<file path="config.mk">
export PLATFORM = sky130hd
export DESIGN_NAME = datapath
export DESIGN_NICKNAME = d
export VERILOG_FILES = /design/src/cpu_pkg.sv /design/src/register_file.sv /design/src/alu.sv /design/src/control_unit.sv /design/src/hazard_detect.sv /design/src/datapath.sv
export SDC_FILE = /design/constraint.sdc
export NUM_CORES = 1
export LEC_CHECK = 0
export BUFFER_PORTS_ARGS = -buffer_cell sky130_fd_sc_hd__buf_2
export CAP_MARGIN = 20
export CORE_UTILIZATION = 56
export CTS_CLUSTER_SIZE = 40
export DETAILED_ROUTE_END_ITERATION = 7
export PLACE_DENSITY = 0.75
export SYNTH_ARGS = -nofsm -noshare
export SYNTH_HDL_FRONTEND = slang
export SYNTH_SLANG_ARGS = --single-unit
</file>
<file path="constraint.sdc">
create_clock -name clk -period 22 [get_ports clk]
set_clock_uncertainty 0.05 [all_clocks]
set_input_delay 2.2 -clock clk [delete_from_list [all_inputs] [get_ports clk]]
set_output_delay 2.2 -clock clk [all_outputs]
set_load 0.02 [all_outputs]
</file>
<file path="src/cpu_pkg.sv">
`default_nettype none

package cpu_pkg;

	localparam int WORD_SIZE = 16;

	typedef logic [WORD_SIZE-1:0] word_t;
	typedef logic [1:0] reg_idx_t;

	// opcode field, inst[15:12]
	// JPR, JRL, WWD and HLT share OP_ALU and are told apart by funct
	typedef enum logic [3:0] {
		OP_BNE = 4'd0,
		OP_BEQ = 4'd1,
		OP_BGZ = 4'd2,
		OP_BLZ = 4'd3,
		OP_ADI = 4'd4,
		OP_ORI = 4'd5,
		OP_LHI = 4'd6,
		OP_LWD = 4'd7,
		OP_SWD = 4'd8,
		OP_JMP = 4'd9,
		OP_JAL = 4'd10,
		OP_ALU = 4'd15
	} opcode_e;

	// R-type funct field, inst[5:0]
	typedef enum logic [5:0] {
		FN_ADD = 6'd0,
		FN_SUB = 6'd1,
		FN_AND = 6'd2,
		FN_ORR = 6'd3,
		FN_NOT = 6'd4,
		FN_TCP = 6'd5,
		FN_SHL = 6'd6,
		FN_SHR = 6'd7,
		FN_JPR = 6'd25,
		FN_JRL = 6'd26,
		FN_WWD = 6'd28,
		FN_HLT = 6'd29
	} funct_e;

	typedef enum logic [3:0] {
		ALU_ADD,
		ALU_SUB,
		ALU_AND,
		ALU_OR,
		ALU_NOT,
		ALU_TCP,
		ALU_SHL,
		ALU_SHR,
		ALU_PASS_B,
		ALU_BRANCH
	} alu_op_e;

	typedef enum logic [2:0] {
		BR_NONE,
		BR_NE,
		BR_EQ,
		BR_GZ,
		BR_LZ
	} branch_e;

	typedef enum logic [1:0] {
		WB_ALU,
		WB_MEM,
		WB_PC1,
		WB_LHI
	} wb_sel_e;

	// all-zero is a harmless bubble
	typedef struct packed {
		alu_op_e  alu_op;
		logic     alu_src_imm;
		branch_e  branch;
		logic     is_jump;
		logic     is_jump_reg;
		logic     mem_read;
		logic     mem_write;
		logic     reg_write;
		reg_idx_t dest;
		wb_sel_e  wb_sel;
		logic     is_wwd;
		logic     is_halt;
	} ctrl_t;

	typedef struct packed {
		word_t inst;
		word_t pc;
		logic  valid;
	} if_id_t;

	// imm holds the jump target for JMP and JAL
	typedef struct packed {
		ctrl_t ctrl;
		word_t pc;
		word_t a;
		word_t b;
		word_t imm;
		logic  valid;
	} id_ex_t;

	typedef struct packed {
		ctrl_t ctrl;
		word_t pc;
		word_t alu_result;
		word_t b;
		logic  valid;
	} ex_mem_t;

	typedef struct packed {
		ctrl_t ctrl;
		word_t pc;
		word_t alu_result;
		word_t mem_data;
		logic  valid;
	} mem_wb_t;

endpackage

`default_nettype wire

</file>
<file path="src/register_file.sv">
`timescale 1ns/100ps
`default_nettype none

module register_file (
	input  wire logic             clk,
	input  wire logic             rst,
	input  wire cpu_pkg::reg_idx_t read1,
	input  wire cpu_pkg::reg_idx_t read2,
	input  wire logic             write_en,
	input  wire cpu_pkg::reg_idx_t dest,
	input  wire cpu_pkg::word_t    write_data,
	output cpu_pkg::word_t         read_out1,
	output cpu_pkg::word_t         read_out2
);

	import cpu_pkg::*;

	word_t regs [4];

	always_ff @(posedge clk) begin
		if (rst) begin
			for (int i = 0; i < 4; i++) begin
				regs[i] <= '0;
			end
		end else if (write_en) begin
			regs[dest] <= write_data;
		end
	end

	// same-cycle write goes straight to the readers
	assign read_out1 = (write_en && dest == read1) ? write_data : regs[read1];
	assign read_out2 = (write_en && dest == read2) ? write_data : regs[read2];

endmodule

`default_nettype wire

</file>
<file path="src/alu.sv">
`timescale 1ns/100ps
`default_nettype none

module alu (
	input  wire cpu_pkg::word_t   a,
	input  wire cpu_pkg::word_t   b,
	input  wire cpu_pkg::alu_op_e op,
	input  wire cpu_pkg::branch_e branch,
	output cpu_pkg::word_t        result,
	output logic                  bcond
);

	import cpu_pkg::*;

	always_comb begin
		case (op)
			ALU_ADD: result = a + b;
			ALU_SUB: result = a - b;
			ALU_AND: result = a & b;
			ALU_OR: result = a | b;
			ALU_NOT: result = ~a;
			ALU_TCP: result = ~a + word_t'(1);
			// shifts are always by one place
			ALU_SHL: result = {a[WORD_SIZE-2:0], 1'b0};
			ALU_SHR: result = {a[WORD_SIZE-1], a[WORD_SIZE-1:1]};
			ALU_PASS_B: result = b;
			ALU_BRANCH: result = a - b;
			default: result = a + b;
		endcase
	end

	// branch condition, independent of op
	always_comb begin
		case (branch)
			BR_NE: bcond = (a != b);
			BR_EQ: bcond = (a == b);
			BR_GZ: bcond = ($signed(a) > 0);
			BR_LZ: bcond = ($signed(a) < 0);
			default: bcond = 1'b0;
		endcase
	end

endmodule

`default_nettype wire

</file>
<file path="src/control_unit.sv">
`timescale 1ns/100ps
`default_nettype none

module control_unit (
	input  wire cpu_pkg::word_t inst,
	output cpu_pkg::ctrl_t      ctrl,
	output logic                uses_rs,
	output logic                uses_rt
);

	import cpu_pkg::*;

	opcode_e opcode;
	funct_e funct;

	assign opcode = opcode_e'(inst[15:12]);
	assign funct = funct_e'(inst[5:0]);

	always_comb begin
		ctrl = '0;
		uses_rs = 1'b0;
		uses_rt = 1'b0;
		case (opcode)
			OP_ALU: begin
				ctrl.dest = inst[7:6];
				uses_rs = 1'b1;
				case (funct)
					FN_ADD, FN_SUB, FN_AND, FN_ORR: begin
						ctrl.reg_write = 1'b1;
						uses_rt = 1'b1;
						if (funct == FN_ADD)
							ctrl.alu_op = ALU_ADD;
						else if (funct == FN_SUB)
							ctrl.alu_op = ALU_SUB;
						else if (funct == FN_AND)
							ctrl.alu_op = ALU_AND;
						else
							ctrl.alu_op = ALU_OR;
					end
					FN_NOT: begin
						ctrl.reg_write = 1'b1;
						ctrl.alu_op = ALU_NOT;
					end
					FN_TCP: begin
						ctrl.reg_write = 1'b1;
						ctrl.alu_op = ALU_TCP;
					end
					FN_SHL: begin
						ctrl.reg_write = 1'b1;
						ctrl.alu_op = ALU_SHL;
					end
					FN_SHR: begin
						ctrl.reg_write = 1'b1;
						ctrl.alu_op = ALU_SHR;
					end
					// rs is read through the second port, see datapath
					FN_WWD: begin
						ctrl.is_wwd = 1'b1;
						ctrl.alu_op = ALU_PASS_B;
					end
					FN_JPR: ctrl.is_jump_reg = 1'b1;
					FN_JRL: begin
						ctrl.is_jump_reg = 1'b1;
						ctrl.reg_write = 1'b1;
						ctrl.dest = 2'd2;
						ctrl.wb_sel = WB_PC1;
					end
					FN_HLT: begin
						ctrl.is_halt = 1'b1;
						uses_rs = 1'b0;
					end
					default: uses_rs = 1'b0;
				endcase
			end
			OP_ADI, OP_ORI: begin
				ctrl.alu_op = (opcode == OP_ADI) ? ALU_ADD : ALU_OR;
				ctrl.alu_src_imm = 1'b1;
				ctrl.reg_write = 1'b1;
				ctrl.dest = inst[9:8];
				uses_rs = 1'b1;
			end
			OP_LHI: begin
				ctrl.alu_op = ALU_PASS_B;
				ctrl.alu_src_imm = 1'b1;
				ctrl.reg_write = 1'b1;
				ctrl.dest = inst[9:8];
				ctrl.wb_sel = WB_LHI;
			end
			OP_LWD: begin
				ctrl.alu_src_imm = 1'b1;
				ctrl.mem_read = 1'b1;
				ctrl.reg_write = 1'b1;
				ctrl.dest = inst[9:8];
				ctrl.wb_sel = WB_MEM;
				uses_rs = 1'b1;
			end
			OP_SWD: begin
				ctrl.alu_src_imm = 1'b1;
				ctrl.mem_write = 1'b1;
				uses_rs = 1'b1;
				uses_rt = 1'b1;
			end
			OP_BNE, OP_BEQ, OP_BGZ, OP_BLZ: begin
				ctrl.alu_op = ALU_BRANCH;
				uses_rs = 1'b1;
				// gz and lz only look at rs
				case (opcode)
					OP_BNE: ctrl.branch = BR_NE;
					OP_BEQ: ctrl.branch = BR_EQ;
					OP_BGZ: ctrl.branch = BR_GZ;
					default: ctrl.branch = BR_LZ;
				endcase
				uses_rt = (opcode == OP_BNE || opcode == OP_BEQ);
			end
			OP_JMP: ctrl.is_jump = 1'b1;
			OP_JAL: begin
				ctrl.is_jump = 1'b1;
				ctrl.reg_write = 1'b1;
				ctrl.dest = 2'd2;
				ctrl.wb_sel = WB_PC1;
			end
			default: ;
		endcase
	end

endmodule

`default_nettype wire

</file>
<file path="src/hazard_detect.sv">
`timescale 1ns/100ps
`default_nettype none

module hazard_detect (
	input  wire cpu_pkg::reg_idx_t rs,
	input  wire cpu_pkg::reg_idx_t rt,
	input  wire logic              uses_rs,
	input  wire logic              uses_rt,
	input  wire cpu_pkg::ctrl_t    id_ex_ctrl,
	input  wire cpu_pkg::ctrl_t    ex_mem_ctrl,
	input  wire logic              id_ex_valid,
	input  wire logic              ex_mem_valid,
	output logic                   stall
);

	import cpu_pkg::*;

	// does an in-flight writer hit one of the sources in use
	function automatic logic conflict(ctrl_t c, logic valid);
		logic writes;
		writes = valid && c.reg_write;
		return writes && ((uses_rs && rs == c.dest) || (uses_rt && rt == c.dest));
	endfunction

	// MEM/WB is covered by the register file bypass
	assign stall = conflict(id_ex_ctrl, id_ex_valid) || conflict(ex_mem_ctrl, ex_mem_valid);

endmodule

`default_nettype wire

</file>
<file path="src/datapath.sv">
`timescale 1ns/100ps
`default_nettype none

module datapath #(
	parameter cpu_pkg::word_t RESET_PC = '0
) (
	input  wire logic           clk,
	input  wire logic           rst,
	output logic                read_m1,
	output cpu_pkg::word_t      address1,
	input  wire cpu_pkg::word_t data1,
	output logic                read_m2,
	output logic                write_m2,
	output cpu_pkg::word_t      address2,
	output cpu_pkg::word_t      write_data2,
	input  wire cpu_pkg::word_t data2,
	output cpu_pkg::word_t      num_inst,
	output cpu_pkg::word_t      output_port,
	output logic                is_halted
);

	import cpu_pkg::*;

	word_t pc;
	if_id_t if_id;
	id_ex_t id_ex;
	ex_mem_t ex_mem;
	mem_wb_t mem_wb;

	// decode stage
	ctrl_t id_ctrl;
	logic uses_rs;
	logic uses_rt;
	reg_idx_t id_rs;
	reg_idx_t id_rt;
	reg_idx_t rf_read2;
	word_t read_out1;
	word_t read_out2;
	word_t id_imm;
	logic stall;
	logic id_go;

	// execute stage
	word_t alu_b;
	word_t alu_result;
	logic bcond;
	logic redirect;
	word_t ex_target;

	// write back
	logic wb_en;
	word_t wb_data;

	logic fetch_stop;
	logic fetch_en;

	// no fetch once HLT sits in ID or has moved past it
	assign fetch_en = !fetch_stop && !(if_id.valid && id_ctrl.is_halt);
	assign read_m1 = fetch_en;
	assign address1 = pc;

	always_ff @(posedge clk) begin
		if (rst)
			pc <= RESET_PC;
		else if (redirect)
			pc <= ex_target;
		else if (!stall && fetch_en)
			pc <= pc + word_t'(1);
	end

	always_ff @(posedge clk) begin
		if (rst) begin
			if_id.valid <= 1'b0;
		end else if (redirect) begin
			if_id.valid <= 1'b0;
		end else if (!stall) begin
			if_id.valid <= fetch_en;
			if_id.inst <= data1;
			if_id.pc <= pc;
		end
	end

	assign id_rs = if_id.inst[11:10];
	assign id_rt = if_id.inst[9:8];
	// WWD shows rs, so route it to the B read port
	assign rf_read2 = id_ctrl.is_wwd ? id_rs : id_rt;

	control_unit control_unit_i (
		.inst(if_id.inst),
		.ctrl(id_ctrl),
		.uses_rs(uses_rs),
		.uses_rt(uses_rt)
	);

	hazard_detect hazard_detect_i (
		.rs(id_rs),
		.rt(id_rt),
		.uses_rs(if_id.valid && uses_rs),
		.uses_rt(if_id.valid && uses_rt),
		.id_ex_ctrl(id_ex.ctrl),
		.ex_mem_ctrl(ex_mem.ctrl),
		.id_ex_valid(id_ex.valid),
		.ex_mem_valid(ex_mem.valid),
		.stall(stall)
	);

	register_file register_file_i (
		.clk(clk),
		.rst(rst),
		.read1(id_rs),
		.read2(rf_read2),
		.write_en(wb_en),
		.dest(mem_wb.ctrl.dest),
		.write_data(wb_data),
		.read_out1(read_out1),
		.read_out2(read_out2)
	);

	// jump target rides in the immediate slot
	assign id_imm = id_ctrl.is_jump ? {if_id.pc[15:12], if_id.inst[11:0]}
		: {{(WORD_SIZE-8){if_id.inst[7]}}, if_id.inst[7:0]};

	assign id_go = if_id.valid && !stall && !redirect;

	always_ff @(posedge clk) begin
		if (rst) begin
			id_ex.valid <= 1'b0;
			id_ex.ctrl <= '0;
			fetch_stop <= 1'b0;
		end else begin
			id_ex.valid <= id_go;
			id_ex.ctrl <= id_go ? id_ctrl : ctrl_t'('0);
			id_ex.pc <= if_id.pc;
			id_ex.a <= read_out1;
			id_ex.b <= read_out2;
			id_ex.imm <= id_imm;
			if (id_go && id_ctrl.is_halt)
				fetch_stop <= 1'b1;
		end
	end

	assign alu_b = id_ex.ctrl.alu_src_imm ? id_ex.imm : id_ex.b;

	alu alu_i (
		.a(id_ex.a),
		.b(alu_b),
		.op(id_ex.ctrl.alu_op),
		.branch(id_ex.ctrl.branch),
		.result(alu_result),
		.bcond(bcond)
	);

	always_comb begin
		if (id_ex.ctrl.is_jump_reg)
			ex_target = id_ex.a;
		else if (id_ex.ctrl.is_jump)
			ex_target = id_ex.imm;
		else
			ex_target = id_ex.pc + word_t'(1) + id_ex.imm;
	end

	// fall-through is predicted, so any taken transfer flushes IF/ID and ID/EX
	assign redirect = id_ex.valid && (id_ex.ctrl.is_jump || id_ex.ctrl.is_jump_reg
		|| (id_ex.ctrl.branch != BR_NONE && bcond));

	always_ff @(posedge clk) begin
		if (rst) begin
			ex_mem.valid <= 1'b0;
			ex_mem.ctrl <= '0;
		end else begin
			ex_mem.valid <= id_ex.valid;
			ex_mem.ctrl <= id_ex.ctrl;
			ex_mem.pc <= id_ex.pc;
			ex_mem.alu_result <= alu_result;
			ex_mem.b <= id_ex.b;
		end
	end

	assign read_m2 = ex_mem.valid && ex_mem.ctrl.mem_read;
	assign write_m2 = ex_mem.valid && ex_mem.ctrl.mem_write;
	assign address2 = ex_mem.alu_result;
	assign write_data2 = ex_mem.b;

	always_ff @(posedge clk) begin
		if (rst) begin
			mem_wb.valid <= 1'b0;
			mem_wb.ctrl <= '0;
		end else begin
			mem_wb.valid <= ex_mem.valid;
			mem_wb.ctrl <= ex_mem.ctrl;
			mem_wb.pc <= ex_mem.pc;
			mem_wb.alu_result <= ex_mem.alu_result;
			mem_wb.mem_data <= data2;
		end
	end

	assign wb_en = mem_wb.valid && mem_wb.ctrl.reg_write;

	always_comb begin
		case (mem_wb.ctrl.wb_sel)
			WB_MEM: wb_data = mem_wb.mem_data;
			WB_PC1: wb_data = mem_wb.pc + word_t'(1);
			// LHI immediate goes to the upper byte
			WB_LHI: wb_data = {mem_wb.alu_result[7:0], 8'h00};
			default: wb_data = mem_wb.alu_result;
		endcase
	end

	// retire counters and ports
	always_ff @(posedge clk) begin
		if (rst) begin
			num_inst <= '0;
			output_port <= '0;
			is_halted <= 1'b0;
		end else if (mem_wb.valid) begin
			num_inst <= num_inst + word_t'(1);
			if (mem_wb.ctrl.is_wwd)
				output_port <= mem_wb.alu_result;
			if (mem_wb.ctrl.is_halt)
				is_halted <= 1'b1;
		end
	end

endmodule

`default_nettype wire

</file>
; ---- Word-level counts from Yosys, hierarchy flattened
; Memories as Yosys holds them, arrays and structs flattened. A register that Yosys moved wholly into a read port is not among the register bits.
; Index checks and enable logic that the tools add are counted.
[word_totals]
register_bits = 249
mem_bits_rw = 64
elab_cells = 204
mem_count = 1
[op_classes]
n_reduce_logical = 56
eq_ne = 44
muxes = 41
bitwise = 9
order_cmp = 2
addsub = 8
[mem_list]
columns = memory, depth, word_bits, rd, rd_clocked_by_memory_dff, write_ports, line_no
row1 = register_file_i.regs, 4, 16, 2, 2, 4, register_file.sv:18  ; word_t regs [4];
[ops]
columns = operator, count
row1 = 16-bit one-hot mux with 8 select lines, 1
row2 = 16-bit 2-to-1 mux, 7
row3 = "16-bit by 1-bit adder with 16-bit output, second input constant", 5
row4 = 16-bit one-hot mux with 3 select lines, 1
row5 = 16-bit adder, 2
row6 = "4-bit by 3-bit == test with 1-bit output, second input constant", 8
row7 = "4-bit == test, second input constant", 6
row8 = "6-bit by 3-bit == test with 1-bit output, second input constant", 4
row9 = "6-bit by 5-bit == test with 1-bit output, second input constant", 4
row10 = 4-bit one-hot mux with 6 select lines, 1
row11 = 1-bit logical AND, 21
row12 = 3-bit one-hot mux with 3 select lines, 2
row13 = 1-bit 2-to-1 mux, 17
row14 = 16-bit AND, 1
row15 = 16-bit == test, 1
row16 = "4-bit by 2-bit == test with 1-bit output, second input constant", 4
row17 = "16-bit by 1-bit > comparator with 1-bit output, second input constant", 1
row18 = "16-bit by 1-bit less-than comparator with 1-bit output, second input constant", 1
row19 = 16-bit inequality test, 1
row20 = 16-bit NOT, 1
row21 = 16-bit bitwise OR, 1
row22 = 4-bit one-hot mux with 4 select lines, 1
row23 = 16-bit OR reduction, 1
row24 = 16-bit subtractor, 1
row25 = other kinds (31), 67

; ---- Logic depth before layout (Yosys ltp)
[depth]
depth_word = 14
ltp_mapped = 15
ltp_nobuf = 12

; ---- By module
; Synthesis repeated with hierarchy kept, for this count alone.
[hier_totals]
hier_cells = 1652
hier_area_um2 = 19050.8
[modules_own_cells]
columns = mod, n_inst, area_each_um2, seq_area_each_um2, cells_each
row1 = datapath, 1, 11469.8, 7747.4, 873
row2 = register_file, 1, 3842.4, 1921.8, 221
row3 = alu, 1, 3161.8, 0.0, 469
row4 = control_unit, 1, 445.4, 0.0, 67
row5 = hazard_detect, 1, 131.4, 0.0, 22

; ---- Least setup slack after synthesis
; No wires, ideal clock.
[synth_path]
kind = input to register
from = input rst
to = memory register_file_i.regs[3][0] (netlist bit) (enable)
slack_ns = 11.341
arrival_time_ns = 9.812
path_stages = 4
required_ns = 21.154
path_cell_list = clkbuf_1 -> inv_1 -> clkbuf_1 -> o21ai_0
[synth_rtl]
columns = element, line_no
row1 = "start, declared", datapath.sv:8  ; input wire logic rst,
row2 = "end, declared", register_file.sv:18

; ---- Worst setup path in the final report
[layout_path]
from = input rst
to = register id_ex[19] (netlist name)
[layout_between]
elab_chain_cells = 1
[layout_lines]
columns = element
row1 = 1-bit zero test (no line)
; Every way passes these cells.
; A chain may end at the register's enable or synchronous reset.

==> flow_summary.yaml <==
clock_network:
  numCtsBuffers: 36
  clock_latency_ns: 0.53
  cts_hold_buf: 0
  cts_resized: 0
  clock-sinks: 345
  cts_max_level: 2
  clk_path_buf_depth: 3
  post-cts-setup-buffers: 0
  cts_tree: "yes"
  root_buffer: "clkbuf_16"
  clkTransAtPathRegs_ns: 0.07
pwr:
  p_leak_nw: 7.63
  power_density_mw_per_mm2: 80.3
  fin_total_pwr_mw: 1.62
  ir_drop_uv: 66.2
yosys:
  synth-compound-area-share_pct: 12.3
  synth_seq_cells: 345
  netlist_area_mm2: 0.0182
  ys_seq_area_share_pct: 51.9
  syn_nets: 1738
  async_reset_ff_share_pct: 0
  synth_fa_ha_area_share_pct: 5.06
  ys_warn_count: 0
  syn_area_per_cell_um2: 11.2
  synth_ff_type: "edfxtp_1"
  synth_xor_area_share_pct: 3.65
  synth-edff-count: 256
  synth_top_family_by_area: "simple AND/OR/NAND/NOR gates"
  yosys.area_share.simple_pct: 13.5
  synthDistinctLibCells: 86
  syn_inst: 1632
  muxShareOfSynthArea_pct: 8.58
sta:
  finalSetupViolCount: 0
  fin_crit_ns: 5.36
  worst_slew_pin_slew_ns: 1.07
  tns_ns: 0
  worst_hold_slack_ns: 0.364
  finalCritPeriodShare_pct: 24.4
  setup_ws_ns: 16.64
  finalHoldViolations: 0
  slew_viol_final: 0
  relSlewSlack_pct: 28.7
  rsz0062_at_grt: "no"
  fmax_ghz: 0.187
setup_path:
  ff2ff_path_depth: 10
  crit_start: "rst"
  critPathRequiredTime_ns: 22.22
  end_kind: "flop"
  critPathMaxFanout: 62
  r2r_slack_ns: 17.18
  cp.arrival_ns: 5.58
  r2r-end: "if_id[3]"
  start_kind: "primary input"
  endpoint: "id_ex[19]"
  crit_type: "primary input to flop"
  r2r-start: "id_ex[79]"
hold_path:
  whs_path_depth: 0
  hp-class: "flop to flop"
placement:
  port_buffers: 117
  place.gp.congestion: 0.990
  dp.cells: 2076
  dp_hpwl_um: 35900
  pre_cts_slack_ns: 16.11
global_routing:
  grt_usage_pct: 30.1
  antenna_found_initial: 1
  grt_start_max_net_pins: 65
  grt_pass1_wl_um: 75400
  grt_pass1_vias: 12700
  overflow: 0
route:
  drt-initial-drc-count: 1728
  routed_via_density: 6.37
  drtPass1Iterations: 8
  antenna_left: 0
  routed_wl_um: 50300
  drc: 0
  detail_route.wl_per_cell_um: 23.5
  via_count: 13700
run_status:
  outcome: "finished, final reports clean"
final_layout:
  stdcell_count: 2145
  nets: 1787
  area_growth_pct: 10.6
  fill_cells: 2452
  layout-drive-gt1-share_pct: 17.1
die:
  boundaryPins: 118
  die_x_um: 182
  initial_core_util_pct: 57.3
  num_rows: 65
  die_h_um: 182
  fp.dieArea_mm2: 0.0333
  core_area_mm2: 0.0318
run:
  drv_cap: 0
## power breakdown
part           leakage (nW)  internal, mW  switching [mW]
combinational          3.76        0.0825           0.128
clock                 0.593         0.368           0.256
sequential             3.28         0.742          0.0425
## cells in the mapped netlist (13+ instances only)
master      n  area share [%]
a211oi_1   21            0.86
a21o_1     16            0.66
a21oi_1    85             2.3
a221oi_1   20            0.96
buf_4      33             1.4
clkbuf_1   70             1.4
dfxtp_1    89             9.8
edfxtp_1  256              42
ha_1       69             4.7
inv_1      76             1.6
mux2_2     34             2.1
mux2i_1    25             1.4
mux4_2     32             4.0
nand2_1   125             2.6
nand2b_1   19            0.65
nand3_1    31            0.85
nand4_1    13            0.45
nor2_1    159             3.3
nor2b_1    36             1.2
nor3_1     32            0.88
nor4_1     23            0.79
o21ai_0    63             1.7
xnor2_1    39             1.9
xor2_1     37             1.8
## cell usage in the layout, fill, tap and decap left out, drive strengths merged, types with 19 or more instances in the layout
cell type | netlist | layout
nor4 | 24 | 24
mux2i | 27 | 27
a211oi | 21 | 21
edfxtp | 256 | 256
nand2b | 19 | 19
inv | 77 | 80
nor2b | 36 | 36
mux4 | 32 | 32
xnor2 | 39 | 39
nor2 | 159 | 159
buf | 49 | 134
nor3 | 33 | 33
nand2 | 125 | 125
mux2 | 45 | 45
o21ai | 65 | 65
ha | 69 | 69
a21oi | 85 | 85
xor2 | 37 | 37
nand3 | 31 | 31
dfxtp | 89 | 89
a221oi | 20 | 20
clkbuf | 74 | 45
## stage by stage
| step | cell area [µm²] | util (%) |
|---|---|---|
| after global placement | 18900 | 59.5 |
| after detailed placement | 18900 | 59.5 |
| after CTS | 20100 | 63.3 |
| after floorplan | 18200 | - |
| after global routing | 20200 | 63.4 |
| final | 20200 | 63.4 |
## critical path, stage by stage
cell     delay, ns
buf_2         0.08
buf_4         0.56
inv_6         0.21
nand3_1       0.32
nor2_1        0.08
nand2_1       0.50
mux2_4        0.27
o21ai_2       0.07
a32oi_4       0.78
mux2_2        0.42
## cell families after synthesis
kind of cell,Yosys count
mux,104
compound gates,332
flops,345
simple gates,503
fa+ha+maj,72
xor+xnor,76
buf+inv,200
## worst min path at each step
stage | start | end | slack [ns]
finish | ex_mem[42] | mem_wb[42] | 0.36
floorplan | if_id[1] | id_ex[49] | 0.35
global route | if_id[5] | id_ex[53] | 0.37
detailed placement | if_id[3] | id_ex[51] | 0.35
global placement | if_id[11] | id_ex[59] | 0.35
CTS | if_id[10] | id_ex[58] | 0.37
## final cells by class
class | instances | area, µm² | area share [%]
Sequential cell | 345 | 9470 | 47.0
Multi-Input combinational cell | 1087 | 7900 | 39.2
Clock buffer | 45 | 986 | 4.89
Timing Repair Buffer | 134 | 733 | 3.64
Tap cell | 435 | 544 | 2.70
Inverter | 77 | 294 | 1.46
Clock inverter | 21 | 225 | 1.12
Antenna cell | 1 | 2.50 | 0.0124
## flip-flops by register name, summed over array words and instances, names as in the netlist, 26 cells and up
signal / cells
id_ex: 84
register_file_i.regs: 64
mem_wb: 56
if_id: 29
ex_mem: 26
## per-layer routing
metal | vias up | track usage, % | wire (µm)
li1 | 6099 | - | -
met1 | 6549 | 42.0 | 20300
met2 | 887 | 46.5 | 22500
met3 | 127 | 5.03 | 5350
met4 | 0 | 13.0 | 2200
met5 | - | 0 | 0
No activity file was read; power rests on OpenSTA's default activity.
